$ cat src/design/ranger_pkg.sv
`default_nettype none

package ranger_pkg;

  // register offsets on the APB.
  localparam logic [3:0] addr_ctrl   = 4'h0;
  localparam logic [3:0] addr_period = 4'h4;
  localparam logic [3:0] addr_result = 4'h8;
  localparam logic [3:0] addr_status = 4'hC;

  // bit positions in CTRL.
  localparam int ctrl_enable = 0;
  localparam int ctrl_shot   = 1;
  localparam int ctrl_irq_en = 2;

  // bit position of the sticky done flag in STATUS.
  localparam int status_done = 0;

  // 200 ms between periodic measurements.
  localparam logic [23:0] period_rst = 24'd200_000;

  // speed of sound at room temperature.
  localparam int sound_cm_per_s = 34000;

  // trigger pulse width in microseconds.
  localparam int trigger_us = 10;

  typedef struct packed {
    logic        psel;
    logic        penable;
    logic        pwrite;
    logic [3:0]  paddr;
    logic [31:0] pwdata;
  } apb_req_t;

  // field order matches the RESULT register layout.
  typedef struct packed {
    logic        no_echo;
    logic        timeout;
    logic [15:0] distance_cm;
  } range_result_t;

endpackage

`default_nettype wire

$ cat src/design/trigger_timer.sv
`timescale 1ns/100ps
`default_nettype none

module trigger_timer #(
  parameter int clk_freq = 50_000_000
) (
  input  wire logic        clk,
  input  wire logic        rst_n,
  input  wire logic        enable,
  input  wire logic [23:0] period_us,
  input  wire logic        shot,
  output logic             trig,
  output logic             arm
);

  // nearest whole number of clocks per microsecond.
  localparam int us_div_raw  = (clk_freq + 500_000) / 1_000_000;
  localparam int us_div      = (us_div_raw < 1) ? 1 : us_div_raw;
  localparam int us_width    = (us_div > 1) ? $clog2(us_div) : 1;
  localparam int pulse_width = $clog2(ranger_pkg::trigger_us + 1);

  logic [us_width-1:0]    us_cnt;
  logic                   us_tick;
  logic [23:0]            period_cnt;
  logic                   period_done;
  logic [pulse_width-1:0] pulse_cnt;
  logic                   start;
  logic                   pulse_end;

  assign us_tick     = (us_cnt == us_width'(us_div - 1));
  assign period_done = enable && us_tick &&
                       ({1'b0, period_cnt} + 25'd1 >= {1'b0, period_us});
  // requests during a pulse are dropped.
  assign start       = !trig && (shot || period_done);
  assign pulse_end   = trig && us_tick &&
                       (pulse_cnt == pulse_width'(ranger_pkg::trigger_us - 1));

  // prescaler restarts with each pulse so the width is exact.
  always_ff @(posedge clk or negedge rst_n) begin
    if (!rst_n) begin
      us_cnt <= '0;
    end else if (start || us_tick) begin
      us_cnt <= '0;
    end else begin
      us_cnt <= us_cnt + 1'b1;
    end
  end

  // held at zero while disabled or pulsing.
  always_ff @(posedge clk or negedge rst_n) begin
    if (!rst_n) begin
      period_cnt <= '0;
    end else if (!enable || trig || start) begin
      period_cnt <= '0;
    end else if (us_tick) begin
      period_cnt <= period_cnt + 24'd1;
    end
  end

  always_ff @(posedge clk or negedge rst_n) begin
    if (!rst_n) begin
      trig      <= 1'b0;
      pulse_cnt <= '0;
      arm       <= 1'b0;
    end else begin
      arm <= pulse_end;
      if (start) begin
        trig      <= 1'b1;
        pulse_cnt <= '0;
      end else if (pulse_end) begin
        trig <= 1'b0;
      end else if (trig && us_tick) begin
        pulse_cnt <= pulse_cnt + 1'b1;
      end
    end
  end

endmodule

`default_nettype wire

$ cat src/design/echo_meter.sv
`timescale 1ns/100ps
`default_nettype none

module echo_meter #(
  parameter int clk_freq     = 50_000_000,
  parameter int max_range_cm = 400
) (
  input  wire logic                 clk,
  input  wire logic                 rst_n,
  input  wire logic                 echo,
  input  wire logic                 arm,
  output logic                      result_valid,
  output ranger_pkg::range_result_t result
);

  // clocks of echo high time per centimetre of range, out and back.
  localparam int cm_div     = 2 * clk_freq / ranger_pkg::sound_cm_per_s;
  localparam int cm_width   = (cm_div > 1) ? $clog2(cm_div) : 1;
  localparam int dist_width = $clog2(max_range_cm + 1);

  localparam logic [1:0] st_idle      = 2'd0;
  localparam logic [1:0] st_wait_rise = 2'd1;
  localparam logic [1:0] st_measure   = 2'd2;
  localparam logic [1:0] st_done      = 2'd3;

  logic                  echo_s1;
  logic                  echo_s2;
  logic                  echo_d;
  logic                  rise;
  logic                  fall;
  logic [1:0]            state;
  logic [cm_width-1:0]   pre_cnt;
  logic [dist_width-1:0] cm_cnt;
  logic                  cm_tick;
  logic                  cap;

  always_ff @(posedge clk or negedge rst_n) begin
    if (!rst_n) begin
      echo_s1 <= 1'b0;
      echo_s2 <= 1'b0;
      echo_d  <= 1'b0;
    end else begin
      echo_s1 <= echo;
      echo_s2 <= echo_s1;
      echo_d  <= echo_s2;
    end
  end

  assign rise    = echo_s2 && !echo_d;
  assign fall    = !echo_s2 && echo_d;
  assign cm_tick = (state == st_measure) && !fall && (pre_cnt == cm_width'(cm_div - 1));
  assign cap     = cm_tick && (cm_cnt == dist_width'(max_range_cm - 1));

  always_ff @(posedge clk or negedge rst_n) begin
    if (!rst_n) begin
      state        <= st_idle;
      pre_cnt      <= '0;
      cm_cnt       <= '0;
      result_valid <= 1'b0;
    end else begin
      result_valid <= 1'b0;
      case (state)
        st_idle, st_done: begin
          if (arm) begin
            state <= st_wait_rise;
          end
        end
        st_wait_rise: begin
          if (arm) begin
            result_valid <= 1'b1;
          end else if (rise) begin
            state   <= st_measure;
            // rise cycle counts as the first high clock.
            pre_cnt <= cm_width'(1);
            cm_cnt  <= '0;
          end
        end
        default: begin
          if (fall) begin
            result_valid <= 1'b1;
            state        <= st_idle;
          end else if (cap) begin
            result_valid <= 1'b1;
            state        <= st_done;
          end else if (cm_tick) begin
            pre_cnt <= '0;
            cm_cnt  <= cm_cnt + 1'b1;
          end else begin
            pre_cnt <= pre_cnt + 1'b1;
          end
        end
      endcase
    end
  end

  always_ff @(posedge clk) begin
    if (state == st_wait_rise && arm) begin
      result <= '{no_echo: 1'b1, timeout: 1'b0, distance_cm: 16'd0};
    end else if (cap) begin
      result <= '{no_echo: 1'b0, timeout: 1'b1, distance_cm: 16'(max_range_cm)};
    end else if (state == st_measure && fall) begin
      result <= '{no_echo: 1'b0, timeout: 1'b0, distance_cm: 16'(cm_cnt)};
    end
  end

endmodule

`default_nettype wire

$ cat src/design/ranger_regs.sv
`timescale 1ns/100ps
`default_nettype none

module ranger_regs (
  input  wire logic                      clk,
  input  wire logic                      rst_n,
  input  wire ranger_pkg::apb_req_t      apb,
  input  wire logic                      result_valid,
  input  wire ranger_pkg::range_result_t result,
  output logic [31:0]                    prdata,
  output logic                           pready,
  output logic                           pslverr,
  output logic                           enable,
  output logic [23:0]                    period_us,
  output logic                           shot,
  output logic                           irq
);

  logic                      access;
  logic                      addr_hit;
  logic                      wr_en;
  logic                      irq_en;
  logic                      done;
  logic [7:0]                meas_cnt;
  ranger_pkg::range_result_t result_q;

  assign access = apb.psel && apb.penable;

  always_comb begin
    addr_hit = apb.paddr inside {ranger_pkg::addr_ctrl, ranger_pkg::addr_period,
                                 ranger_pkg::addr_result, ranger_pkg::addr_status};
  end

  assign wr_en   = access && apb.pwrite && addr_hit;
  // no wait states.
  assign pready  = 1'b1;
  assign pslverr = access && !addr_hit;
  assign irq     = done && irq_en;

  always_comb begin
    prdata = '0;
    case (apb.paddr)
      ranger_pkg::addr_ctrl: begin
        prdata[ranger_pkg::ctrl_enable] = enable;
        prdata[ranger_pkg::ctrl_irq_en] = irq_en;
      end
      ranger_pkg::addr_period: begin
        prdata[23:0] = period_us;
      end
      ranger_pkg::addr_result: begin
        prdata[17:0] = result_q;
      end
      ranger_pkg::addr_status: begin
        prdata[ranger_pkg::status_done] = done;
        prdata[15:8]                    = meas_cnt;
      end
      default: begin
        prdata = '0;
      end
    endcase
  end

  // shot is a one-clock pulse, never stored.
  always_ff @(posedge clk or negedge rst_n) begin
    if (!rst_n) begin
      enable    <= 1'b0;
      irq_en    <= 1'b0;
      shot      <= 1'b0;
      period_us <= ranger_pkg::period_rst;
    end else begin
      shot <= 1'b0;
      if (wr_en && apb.paddr == ranger_pkg::addr_ctrl) begin
        enable <= apb.pwdata[ranger_pkg::ctrl_enable];
        irq_en <= apb.pwdata[ranger_pkg::ctrl_irq_en];
        shot   <= apb.pwdata[ranger_pkg::ctrl_shot];
      end
      if (wr_en && apb.paddr == ranger_pkg::addr_period) begin
        period_us <= apb.pwdata[23:0];
      end
    end
  end

  // a new result wins over a clear in the same cycle.
  always_ff @(posedge clk or negedge rst_n) begin
    if (!rst_n) begin
      result_q <= '0;
      done     <= 1'b0;
      meas_cnt <= '0;
    end else if (result_valid) begin
      result_q <= result;
      done     <= 1'b1;
      meas_cnt <= meas_cnt + 8'd1;
    end else if (wr_en && apb.paddr == ranger_pkg::addr_status &&
                 apb.pwdata[ranger_pkg::status_done]) begin
      done <= 1'b0;
    end
  end

endmodule

`default_nettype wire

$ cat src/design/ranger_top.sv
`timescale 1ns/100ps
`default_nettype none

module ranger_top #(
  parameter int clk_freq     = 50_000_000,
  parameter int max_range_cm = 400
) (
  input  wire logic                 clk,
  input  wire logic                 rst_n,
  input  wire ranger_pkg::apb_req_t apb,
  input  wire logic                 echo,
  output logic [31:0]               prdata,
  output logic                      pready,
  output logic                      pslverr,
  output logic                      trig,
  output logic                      irq
);

  logic                      enable;
  logic [23:0]               period_us;
  logic                      shot;
  logic                      arm;
  logic                      result_valid;
  ranger_pkg::range_result_t result;

  ranger_regs u_regs (
    .clk          (clk),
    .rst_n        (rst_n),
    .apb          (apb),
    .result_valid (result_valid),
    .result       (result),
    .prdata       (prdata),
    .pready       (pready),
    .pslverr      (pslverr),
    .enable       (enable),
    .period_us    (period_us),
    .shot         (shot),
    .irq          (irq)
  );

  trigger_timer #(
    .clk_freq (clk_freq)
  ) u_trigger (
    .clk       (clk),
    .rst_n     (rst_n),
    .enable    (enable),
    .period_us (period_us),
    .shot      (shot),
    .trig      (trig),
    .arm       (arm)
  );

  // arm opens the echo window once the trigger has ended.
  echo_meter #(
    .clk_freq     (clk_freq),
    .max_range_cm (max_range_cm)
  ) u_echo (
    .clk          (clk),
    .rst_n        (rst_n),
    .echo         (echo),
    .arm          (arm),
    .result_valid (result_valid),
    .result       (result)
  );

endmodule

`default_nettype wire

$ cat config.mk
export PLATFORM = sky130hd
export DESIGN_NAME = ranger_top
export DESIGN_NICKNAME = d
export VERILOG_FILES = /design/src/design/ranger_pkg.sv /design/src/design/trigger_timer.sv /design/src/design/echo_meter.sv /design/src/design/ranger_regs.sv /design/src/design/ranger_top.sv
export SDC_FILE = /design/constraint.sdc
export NUM_CORES = 1
export LEC_CHECK = 0
export ABC_AREA = 1
export BUFFER_PORTS_ARGS = -buffer_cell sky130_fd_sc_hd__buf_2
export CORE_UTILIZATION = 35
export DETAILED_ROUTE_END_ITERATION = 12
export PLACE_DENSITY = 0.62
export SYNTH_ARGS = -nofsm -noshare
export SYNTH_HDL_FRONTEND = slang
export SYNTH_HIERARCHICAL = 1
export SYNTH_SLANG_ARGS = --single-unit
$ cat constraint.sdc
create_clock -name clk -period 4.06 [get_ports clk]
set_input_delay 0.203 -clock clk [delete_from_list [all_inputs] [get_ports clk]]
set_output_delay 0.203 -clock clk [all_outputs]
set_load 0.005 [all_outputs]
# Yosys cells after proc, flatten, opt, wreduce, memory -nomap -nowiden
# Cells that the tools add are included.
[classes] addsub=7 order_cmp=1 eq_ne=16 mux=42 bitwise_logic=1 n_reduce_logical=47
[ops] cell="2-to-1 mux 12 bit" n=5
[ops] cell="2-to-1 mux 24 bit" n=2
[ops] cell="2-to-1 mux 9 bit" n=5
[ops] cell="2-to-1 mux 18 bit" n=2
[ops] cell="adder 24 x 1 -> 25 bit (second input constant)" n=1
[ops] cell="greater-or-equal comparator 25 x 24 -> 1 bit" n=1
[ops] cell="adder 24 x 1 -> 24 bit (second input constant)" n=1
[ops] cell="one-hot mux 12 bit (2 select lines)" n=1
[ops] cell="one-hot mux 8 bit (3 select lines)" n=1
[ops] cell="logical AND 1 bit" n=21
[ops] cell="one-hot mux 9 bit (2 select lines)" n=1
[ops] cell="adder 12 x 1 -> 12 bit (second input constant)" n=1
[ops] cell="== test 12 bit (second input constant)" n=1
[ops] cell="== test 4 bit (second input constant)" n=3
[ops] cell="2-to-1 mux 4 bit" n=3
[ops] cell="2-to-1 mux 6 bit" n=2
[ops] cell="nonzero test 2 bit" n=6
[ops] cell="2-to-1 mux 2 bit" n=5
[ops] cell="one-hot mux 5 bit (2 select lines)" n=1
[ops] cell="adder 9 x 1 -> 9 bit (second input constant)" n=1
[ops] cell="== test 9 bit (second input constant)" n=1
[ops] cell="adder 8 x 1 -> 8 bit (second input constant)" n=1
[ops] cell="2-to-1 mux 1 bit" n=8
[ops] cell="!= test 2 bit (second input constant)" n=4
[ops] cell="22 further kinds" n=36
[totals] ff_bits=121 inputBits=42

# Depth between registers and ports, before layout
# Gate-level depths: netlist (run 1).
[depth] depth_word=9 depth_mapped=22 mapped_depth_nobuf=22

# Modules after synthesis
# Netlist (run 1), hierarchy kept.
[modules_own_cells] mod="trigger_timer" instances=1 cells_each=367 area_per_inst_um2=2891.5
[modules_own_cells] mod="ranger_regs" instances=1 cells_each=336 area_per_inst_um2=2685.1
[modules_own_cells] mod="echo_meter" instances=1 cells_each=300 area_per_inst_um2=2244.7

# Worst setup path after synthesis (run 1)
# Ideal clock, no wire load.
[synth_path] path_kind="register -> register" startpoint="reg u_trigger.period_cnt[2]" endpoint="reg u_trigger.period_cnt[11]" setup_time_ps=122 arrival_time_ps=2784 slack_ps=1154 path_stages_with_launch=18 period_less_slack_ps=2906 path_cell_list="dfrtp_1 nand4_1 nor3_2 nand2_1 nor2_1 nand2_1 nor2_1 xor2_1 inv_1 ha_1 nand3_1 nor3_1 nand3_1 nor2_1 o21bai_4 nand4_4 buf_6 nor2_2"
[synth_via] elab_chain_cells=7 elab_cells_between_ends=10
[synth_rtl] item="from (decl)" line_no="trigger_timer.sv:24" rtl="logic [23:0] period_cnt;"
[synth_rtl] item="from (signal assigned)" line_no="trigger_timer.sv:56" rtl="period_cnt <= period_cnt + 24'd1;"
[synth_rtl] item="adder 24 x 1 -> 25 bit" line_no="trigger_timer.sv:32" rtl="({1'b0, period_cnt} + 25'd1 >= {1'b0, period_us});"
[synth_rtl] item="greater-or-equal comparator 25 x 24 -> 1 bit" line_no="trigger_timer.sv:32"
[synth_rtl] item="logical AND 1 bit" line_no="trigger_timer.sv:31" rtl="assign period_done = enable && us_tick &&"
[synth_rtl] item="logical OR 1 bit" line_no="trigger_timer.sv:34" rtl="assign start = !trig && (shot || period_done);"
[synth_rtl] item="logical AND 1 bit" line_no="trigger_timer.sv:34"
[synth_rtl] item="logical OR 1 bit" line_no="trigger_timer.sv:53" rtl="end else if (!enable || trig || start) begin"
[synth_rtl] item="2-to-1 mux 24 bit or nonzero test 2 bit (tied branches)"
# Parallel ways exist; a longest one is shown, timed or not. The select of a mux whose other input is x is not followed.
# A chain may end at the register's enable or synchronous reset.

# Worst setup path in the final report (run 1)
[layout_path] startpoint="reg u_trigger.period_cnt[0]" endpoint="reg u_trigger.period_cnt[19]"
# The elaborated chain is that of the path after synthesis.

==> summary.txt, run 1 <==
Yosys
  – Synth Flop Type: dfrtp_1
  – Leading area contributor after synthesis: dfrtp_1
  – Area contributors post-synth: dfrtp_1 (36%), nand2_1 (13%), inv_1 (6.4%)
  – Synth Warn #: 6
  – Synth top area share: about 36%
  – Post-Syn Instances: 1,003
  – Post-synth EDFFs: 0
  – Register bit total from synthesis: approximately 130
  – Sequential area share after synthesis: 40.3%
  – Post-synth ARST share: 91.4%
  – Synthesized cell area: between 7000 and 8000 µm²
  – Avg Inst Size Synth: around 7.8 µm²
  – Cell variety after synth: between 40 and 50

Clock tree
  – CTS root buffer: clkbuf_16
  – Post-CTS resize count: 0
  – Num Clock Sinks: 128
  – Skew-Pair Late Insertion Delay: about 0.42 ns
  – Cts hold-fix bufs: 2
  – H-tree levels: 4
  – CTS max path bufs: 2
  – Clock slew at reported path FFs: around 0.06 ns
  – TritonCTS clock tree: done
  – Setup bufs post-CTS: 0
  – Total CTS buffers: 17

Floorplan
  – Chip height: 151 µm
  – Full die area: about 23,000 µm²
  – I/O pin cnt: between 70 and 80
  – Core area: approximately 22,000 µm²
  – Die width: roughly 150 µm
  – Initial core utilization: a little over a third
  – Site Rows: 54

Critical path
  – RR Startpoint: u_trigger/period_cnt[0]
  – Critical path launch point type: flop
  – Max incr delay on CP: ~0.43 ns
  – Reg-to-reg endpoint: u_trigger/period_cnt[19]
  – R2R setup slack: between 0.3 and 0.4 ns
  – Crit-path most repeated cell: nor2_1
  – CP max FO: 23
  – Crit path required time: between 4 and 5 ns
  – Classification of the worst setup path: reg2reg
  – Crit-path cells: nand4_1 -> nor3_2 -> nand2_1 -> nor2_1 -> nand2_1 -> nor2_1 -> xor2_1 -> inv_1 -> ha_1 -> nand3_1 -> nor3_1 -> nand3_1 -> nor2_1 -> o21bai_4 -> nand4_4 -> buf_4 -> nor2_1
  – Critical-path top delay cell: dfrtp_1
  – Critical path arrival: around 4 ns
  – Crit. End Element: flop
  – Setup crit start: u_trigger/period_cnt[0]
  – Reg2reg path depth: 17
  – Crit path to: u_trigger/period_cnt[19]

Pwr
  – Leak Pwr: 4.37 nW
  – Worst IR Drop VDD: 0.233 mV
  – P per Cell Area: around 370 nW/µm²
  – Total power: about 3.3 mW

Route
  – Drt first pass iters: 5
  – DR iter-0 viols: 355
  – Routed len/inst: between 10 and 15 µm
  – Final ANT Viol Nets: 0
  – Routed WL: 17,800 µm
  – Vias: roughly 6.4k
  – Remaining DRCs: 0
  – Via-per-instance ratio: ~4.7

GRT
  – GRT overflow: 0
  – Largest net degree at the start of global routing: 60
  – Total Routing Usage GR: between 10% and 20%
  – First-pass GRT wire length: a little under 30,000 µm
  – Vias in the first global route: between 6k and 7k
  – Initial antenna violation count: 3

Placement
  – Post-DP HPWL: ~13,000 µm
  – IO Port Bufs: 60
  – Final RePlAce weighted congestion: 0.844

Finish
  – # fillers: around 2.2k
  – Layout cells sized above 1: between 10 and 15%
  – Fin nets: approximately 1.1k
  – Area delta synth->final: 13.2%

Worst hold path
  – Critical hold path startpoint: apb[13]
  – Worst Hold Class: in2reg

STA
  – RSZ-0062 raised after global routing: false
  – # setup viols final: 0
  – Max Slew Vio Count: 0
  – Final-report hold violation count: 0
  – Final Skew: between 0.008 and 0.009 ns
  – Fin crit share: 91.2%
  – Worst-Margin Slew: a little under 1 ns
  – Final min period: 3.70 ns
  – Peak Freq: around 270 MHz
  – Total negative slack: 0 ns
  – Slew headroom: 33.5%

Flow run
  – Max-Cap Viols: 0

Run status
  – Status: complete, no violations
[cells in the final DEF (no fill, tap or decap), types with 9 or more instances in the layout]
cell	count
inv_1	133
dfrtp_1	111
nand2_1	274
o21ai_1	18
dfxtp_1	11
nand3_1	59
mux2i_1	10
clkbuf_16	17
o211ai_1	9
a21oi_1	25
nor2_2	14
o21ai_0	49
nor2_4	14
nand4_1	31
ha_1	35
buf_2	59
nor2_1	73
xor2_1	27
conb_1	16
[worst max-delay path, delay by kind of cell (launching register included)]
kind            cells  cell delay, ns
fa+ha+maj           1            0.29
xor+xnor            1            0.19
compound gates      1            0.11
flops               1            0.43
buf+inv             2            0.50
simple gates       12            2.05
[layout make-up]
type	instances	area [µm²]	area share, %
sequential	128	3160	35.6
timing repair buffer	67	360	4.07
antenna	1	2.50	0.0283
clock inverter	12	136	1.54
clock buffer	20	457	5.16
inverter	139	536	6.05
multi-input combinational	705	3850	43.5
tap	280	350	3.96
[state kept, by name (all words and copies together) (netlist names), 2 cells and up]
register,flops
u_echo/cm_cnt,9
u_echo/pre_cnt,12
u_echo/result,11
u_echo/state,2
u_regs/meas_cnt,8
u_regs/period_us,24
u_regs/result_q,18
u_trigger/period_cnt,24
u_trigger/pulse_cnt,4
u_trigger/us_cnt,6
[layer usage]
metal,track usage [%],routed length (µm),vias up
met2,27.8,8350,91
li1,-,-,3265
met1,21.1,8530,2972
met4,5.80,238,4
met3,3.71,661,23
met5,0,30,-
[metrics by stage]
step / instance area (µm²) / util [%] / worst slack [ns] / std cells / hold slack (ns)
after floorplan: 7870 / - / 1.15 / 1016 / -0.0926
after global placement: 8240 / 37.6 / 0.530 / 1317 / 0.316
after detailed placement: 8240 / 37.6 / 0.438 / 1317 / 0.321
after CTS: 8850 / 40.4 / 0.372 / 1351 / 0.00454
after global routing: 8850 / 40.4 / 0.0279 / 1351 / 0.0130
final: 8850 / 40.4 / 0.357 / 1352 / 0.0119
[worst min-delay path by stage]
stage,endpoint,slack (ns),cells after the start
6_report,u_regs/period_us[13],0.01,3
5_1_grt,u_regs/period_us[13],0.01,3
4_1_cts,u_regs/period_us[13],0.005,3
3_5_place_dp,u_echo/echo_s1,0.32,1
3_3_place_gp,u_echo/echo_s1,0.32,1
2_1_floorplan,u_echo/cm_cnt[0],-0.09,0
[synth_stat cells, drive strengths merged (2+ instances only)]
master and count:
nand2 286, inv 138, dfrtp 111, nor2 101, o21ai 67, nand3 64
buf 37, ha 35, nand4 33, xor2 27, a21oi 25, dfxtp 11
mux2i 10, o211ai 9, nor3 8, o21bai 8, clkbuf 7, dfstp 6
xnor2 6, conb 3, a21o 2, nand3b 2, or2 2
[report_power, final]
part | total [mW] | internal, mW | leakage (nW) | switching (mW)
Clock | 1.53 | 0.937 | 0.271 | 0.590
Combinational | 0.367 | 0.138 | 2.47 | 0.229
Sequential | 1.42 | 1.35 | 1.63 | 0.0648
[kinds of logic after synthesis]
group	after synthesis	synth area share, %
flip-flops	128	40.3
buffers and inverters	183	11.0
XOR/XNOR	33	3.70
AO/OA/AOI/OAI	113	8.03
other	3	0.144
AND/OR/NAND/NOR	498	29.9
multiplexers	10	1.28
adder cells (fa/ha/maj)	35	5.60
Power figures use the tool's default switching activity.
==> run 2, diff against run 1 <==
--- a/config.mk
+++ b/config.mk
@@ -7,10 +7,10 @@
 export LEC_CHECK = 0
 export ABC_AREA = 1
 export BUFFER_PORTS_ARGS = -buffer_cell sky130_fd_sc_hd__buf_2
-export CORE_UTILIZATION = 35
+export CORE_UTILIZATION = 42
+export CTS_CLUSTER_DIAMETER = 50
 export DETAILED_ROUTE_END_ITERATION = 12
-export PLACE_DENSITY = 0.62
+export PLACE_DENSITY = 0.7
 export SYNTH_ARGS = -nofsm -noshare
 export SYNTH_HDL_FRONTEND = slang
-export SYNTH_HIERARCHICAL = 1
 export SYNTH_SLANG_ARGS = --single-unit
==> run 2 against run 1 <==
  * Register-to-register slack gained 0.17 ns
  * Core utilization grew 9.6 points
  * Wire length shrank 15%
  * Sequential share of layout area grew 1.3 points
  * Global-route usage grew 2.4 points
  * Synthesized cell count shrank 13%
  * Highest routed layer is now met4
  * Flip-flop and latch count shrank 7
  * Critical path type unchanged
  * Critical endpoint is now u_trigger.us_cnt[0]
==> summary.txt, run 2 <==
Run status
  – Status: complete, no violations

Yosys
  – Synth top area share: a little under two fifths
  – Post-synth ARST share: 90.9%
  – Top-count cell post-synth: nand2_1
  – Leading area contributor after synthesis: dfrtp_1
  – Area contributors post-synth: dfrtp_1 (37%), nand2_1 (8.1%), inv_1 (7.3%)
  – Avg Inst Size Synth: between 8 and 9 µm²
  – Synth Warn #: 0
  – Post-Syn Instances: roughly 870
  – Synth Flop Type: dfrtp_1
  – Synthesized cell area: ~7000 µm²
  – Cell variety after synth: 51
  – Post-synth EDFFs: 0
  – Sequential area share after synthesis: between 40% and 50%
  – Register bit total from synthesis: approximately 120
  – Commonest cells post-synth: nand2_1 (151), inv_1 (137), dfrtp_1 (104)

STA
  – # setup viols final: 0
  – Setup WS post-layout: roughly 0.53 ns
  – Total negative slack: 0 ns
  – Max Slew Vio Count: 0
  – Final-report hold violation count: 0
  – Fin crit share: between 80 and 90%
  – Peak Freq: 283 MHz
  – Final min period: ~3.5 ns
  – Final Skew: roughly 0.0092 ns
  – Worst-Margin Slew: approximately 0.83 ns
  – RSZ-0062 raised after global routing: false
  – Slew headroom: approximately 44%

GRT
  – First-pass GRT wire length: 26,400 µm
  – GRT overflow: 0
  – Vias in the first global route: 5,428
  – Largest net degree at the start of global routing: between 50 and 60
  – Initial antenna violation count: 0
  – Total Routing Usage GR: 19.1%

Finish
  – Post-route cell area: 8070 µm²
  – Inserted Diodes: 0
  – Post-layout util: between 50 and 60%
  – Most frequent cells in the layout: nand2_1 (151), inv_1 (137), dfrtp_1 (104)
  – Biggest regs: u_regs.period_us x24, u_trigger.period_cnt x24, u_echo.pre_cnt x12
  – # fillers: around 1.6k
  – Commonest non-fill, non-tap cell in the layout: nand2_1
  – Area delta synth->final: 14.8%
  – Layout cells sized above 1: 16.8%
  – Fin nets: 1,012

Route
  – Vias: roughly 5.6k
  – Drt first pass iters: 5
  – Remaining DRCs: 0
  – Final ANT Viol Nets: 0
  – DR iter-0 viols: approximately 350
  – Routed len/inst: 13.1 µm
  – Via-per-instance ratio: slightly below 5
  – Routed WL: 15,200 µm

Placement
  – Placed cell area: around 7500 µm²
  – IO Port Bufs: 60
  – Pre-CTS WS: approximately 0.54 ns
  – Post-DP HPWL: 11,200 µm
  – Final RePlAce weighted congestion: about 0.86

Pwr
  – Worst IR Drop VDD: 0.322 mV
  – Internal: between 2 and 2.5 mW
  – P_sw: between 0.7 and 0.8 mW
  – Leak Pwr: 4.03 nW
  – P per Cell Area: 379 nW/µm²
  – Reg power frac: 43.3%
  – Clk pwr share: a little under half
  – Sw frac: 24.6%
  – Comb pwr share: 9.5%

Clock tree
  – H-tree levels: 4
  – Clock slew at reported path FFs: 0.06 ns
  – Skew-Pair Late Insertion Delay: ~0.42 ns
  – CTS root buffer: clkbuf_16
  – Num Clock Sinks: between 100 and 150
  – CTS max path bufs: 2
  – TritonCTS clock tree: done
  – Setup bufs post-CTS: 0
  – Post-CTS resize count: 0
  – Cts hold-fix bufs: 2
  – Total CTS buffers: 17

Critical path
  – Critical path arrival: roughly 3.8 ns
  – Crit. End Element: flop
  – RR Startpoint: u_trigger.period_cnt[0]
  – Critical-path top delay cell: dfrtp_1
  – Max incr delay on CP: 0.41 ns
  – Reg-to-reg endpoint: u_trigger.us_cnt[0]
  – R2R setup slack: 0.53 ns
  – Reg2reg path depth: 19
  – Critical path launch point type: flop
  – Classification of the worst setup path: reg2reg
  – Crit-path cells: ha_1 -> nand2_1 -> nor2_1 -> nand2_1 -> nor3_1 -> nand2_1 -> nor2_1 -> xor2_1 -> inv_1 -> ha_1 -> nand3_1 -> nor3_1 -> nand3_1 -> nor2_1 -> o21bai_2 -> nand2_2 -> nand2_2 -> nand2_4 -> nor2_2
  – Crit path required time: between 4 and 5 ns
  – CP max FO: 6

Floorplan
  – Site Rows: between 40 and 50
  – Chip height: 131 µm
  – Core area: approximately 16,000 µm²
  – Initial core utilization: a little over two fifths
  – I/O pin cnt: 78
  – Die width: 131 µm
  – Full die area: 17,300 µm²

Worst hold path
  – Worst Hold Class: in2reg
  – WHS Path Cells: 3
  – Min-Delay Endpoint: u_regs.shot
  – Critical hold path startpoint: apb[1]

Flow run
  – Max-Cap Viols: 0
[run 2: how the worst max path moves through the flow]
| stage | slack [ns] | endpoint | cells past startpoint | startpoint |
|---|---|---|---|---|
| finish | 0.53 | u_trigger.us_cnt[0] | 19 | u_trigger.period_cnt[0] |
| global route | 0.08 | u_trigger.us_cnt[0] | 19 | u_trigger.period_cnt[0] |
| CTS | 0.54 | u_trigger.us_cnt[0] | 17 | u_trigger.period_cnt[0] |
| detailed placement | 0.54 | u_trigger.us_cnt[3] | 17 | u_trigger.period_cnt[0] |
| global placement | 0.58 | u_trigger.us_cnt[2] | 17 | u_trigger.period_cnt[0] |
| floorplan | 0.96 | u_trigger.us_cnt[2] | 19 | u_trigger.period_cnt[0] |
[run 2: power groups by stage]
stage	sequential [mW]	combinational, mW	clock (mW)
after floorplan	1.34	0.207	0
after global placement	1.35	0.287	0
after global routing	1.34	0.333	1.52
after detailed placement	1.35	0.297	0
after CTS	1.33	0.298	1.47
final	1.33	0.292	1.44
[run 2: cell families (layout without fill, tap and decap cells)]
kind of cell | count (synthesis) | count (layout) | share of synthesized area, %
AOI/OAI and AO/OA | 142 | 142 | 12.1
xor gates and xnor gates | 42 | 42 | 5.23
adders and majority gates | 36 | 36 | 6.41
buffers and inverters | 175 | 244 | 10.1
DFF | 121 | 121 | 42.4
other | 2 | 9 | 0.107
and+or+nand+nor | 353 | 353 | 23.6
[run 2: worst max-delay path: cells and delay by family (launching register included)]
family	cells	cell delay [ns]
and+or+nand+nor	14	2.04
AOI/OAI and AO/OA	1	0.13
xor gates and xnor gates	1	0.24
DFF	1	0.41
buffers and inverters	1	0.08
adders and majority gates	2	0.50
[run 2: area by class of cell]
cell class                 count  area, µm²  share of cell area, %
clock buffer                  23        458                   5.67
inverter                     146        548                   6.79
multi-input combinational    582       3360                   41.7
tap                          216        270                   3.35
timing repair buffer          66        353                   4.37
clock inverter                 9        100                   1.24
sequential                   121       2980                   36.9
[run 2: layer usage]
layer | global-route usage [%] | share of wire (%)
met2 | 28.8 | 44
met5 | 0 | 0
met4 | 6.91 | 1.5
met1 | 27.1 | 50
met3 | 3.70 | 5.0
[run 2: stage by stage]
stage                     hold WS (ns)  cells  total power, mW
after floorplan                -0.0926    878             1.54
after global placement           0.312   1129             1.63
final                           0.0135   1163             3.06
after detailed placement         0.309   1129             1.64
after global routing            0.0220   1163             3.19
after CTS                      0.00158   1163             3.09
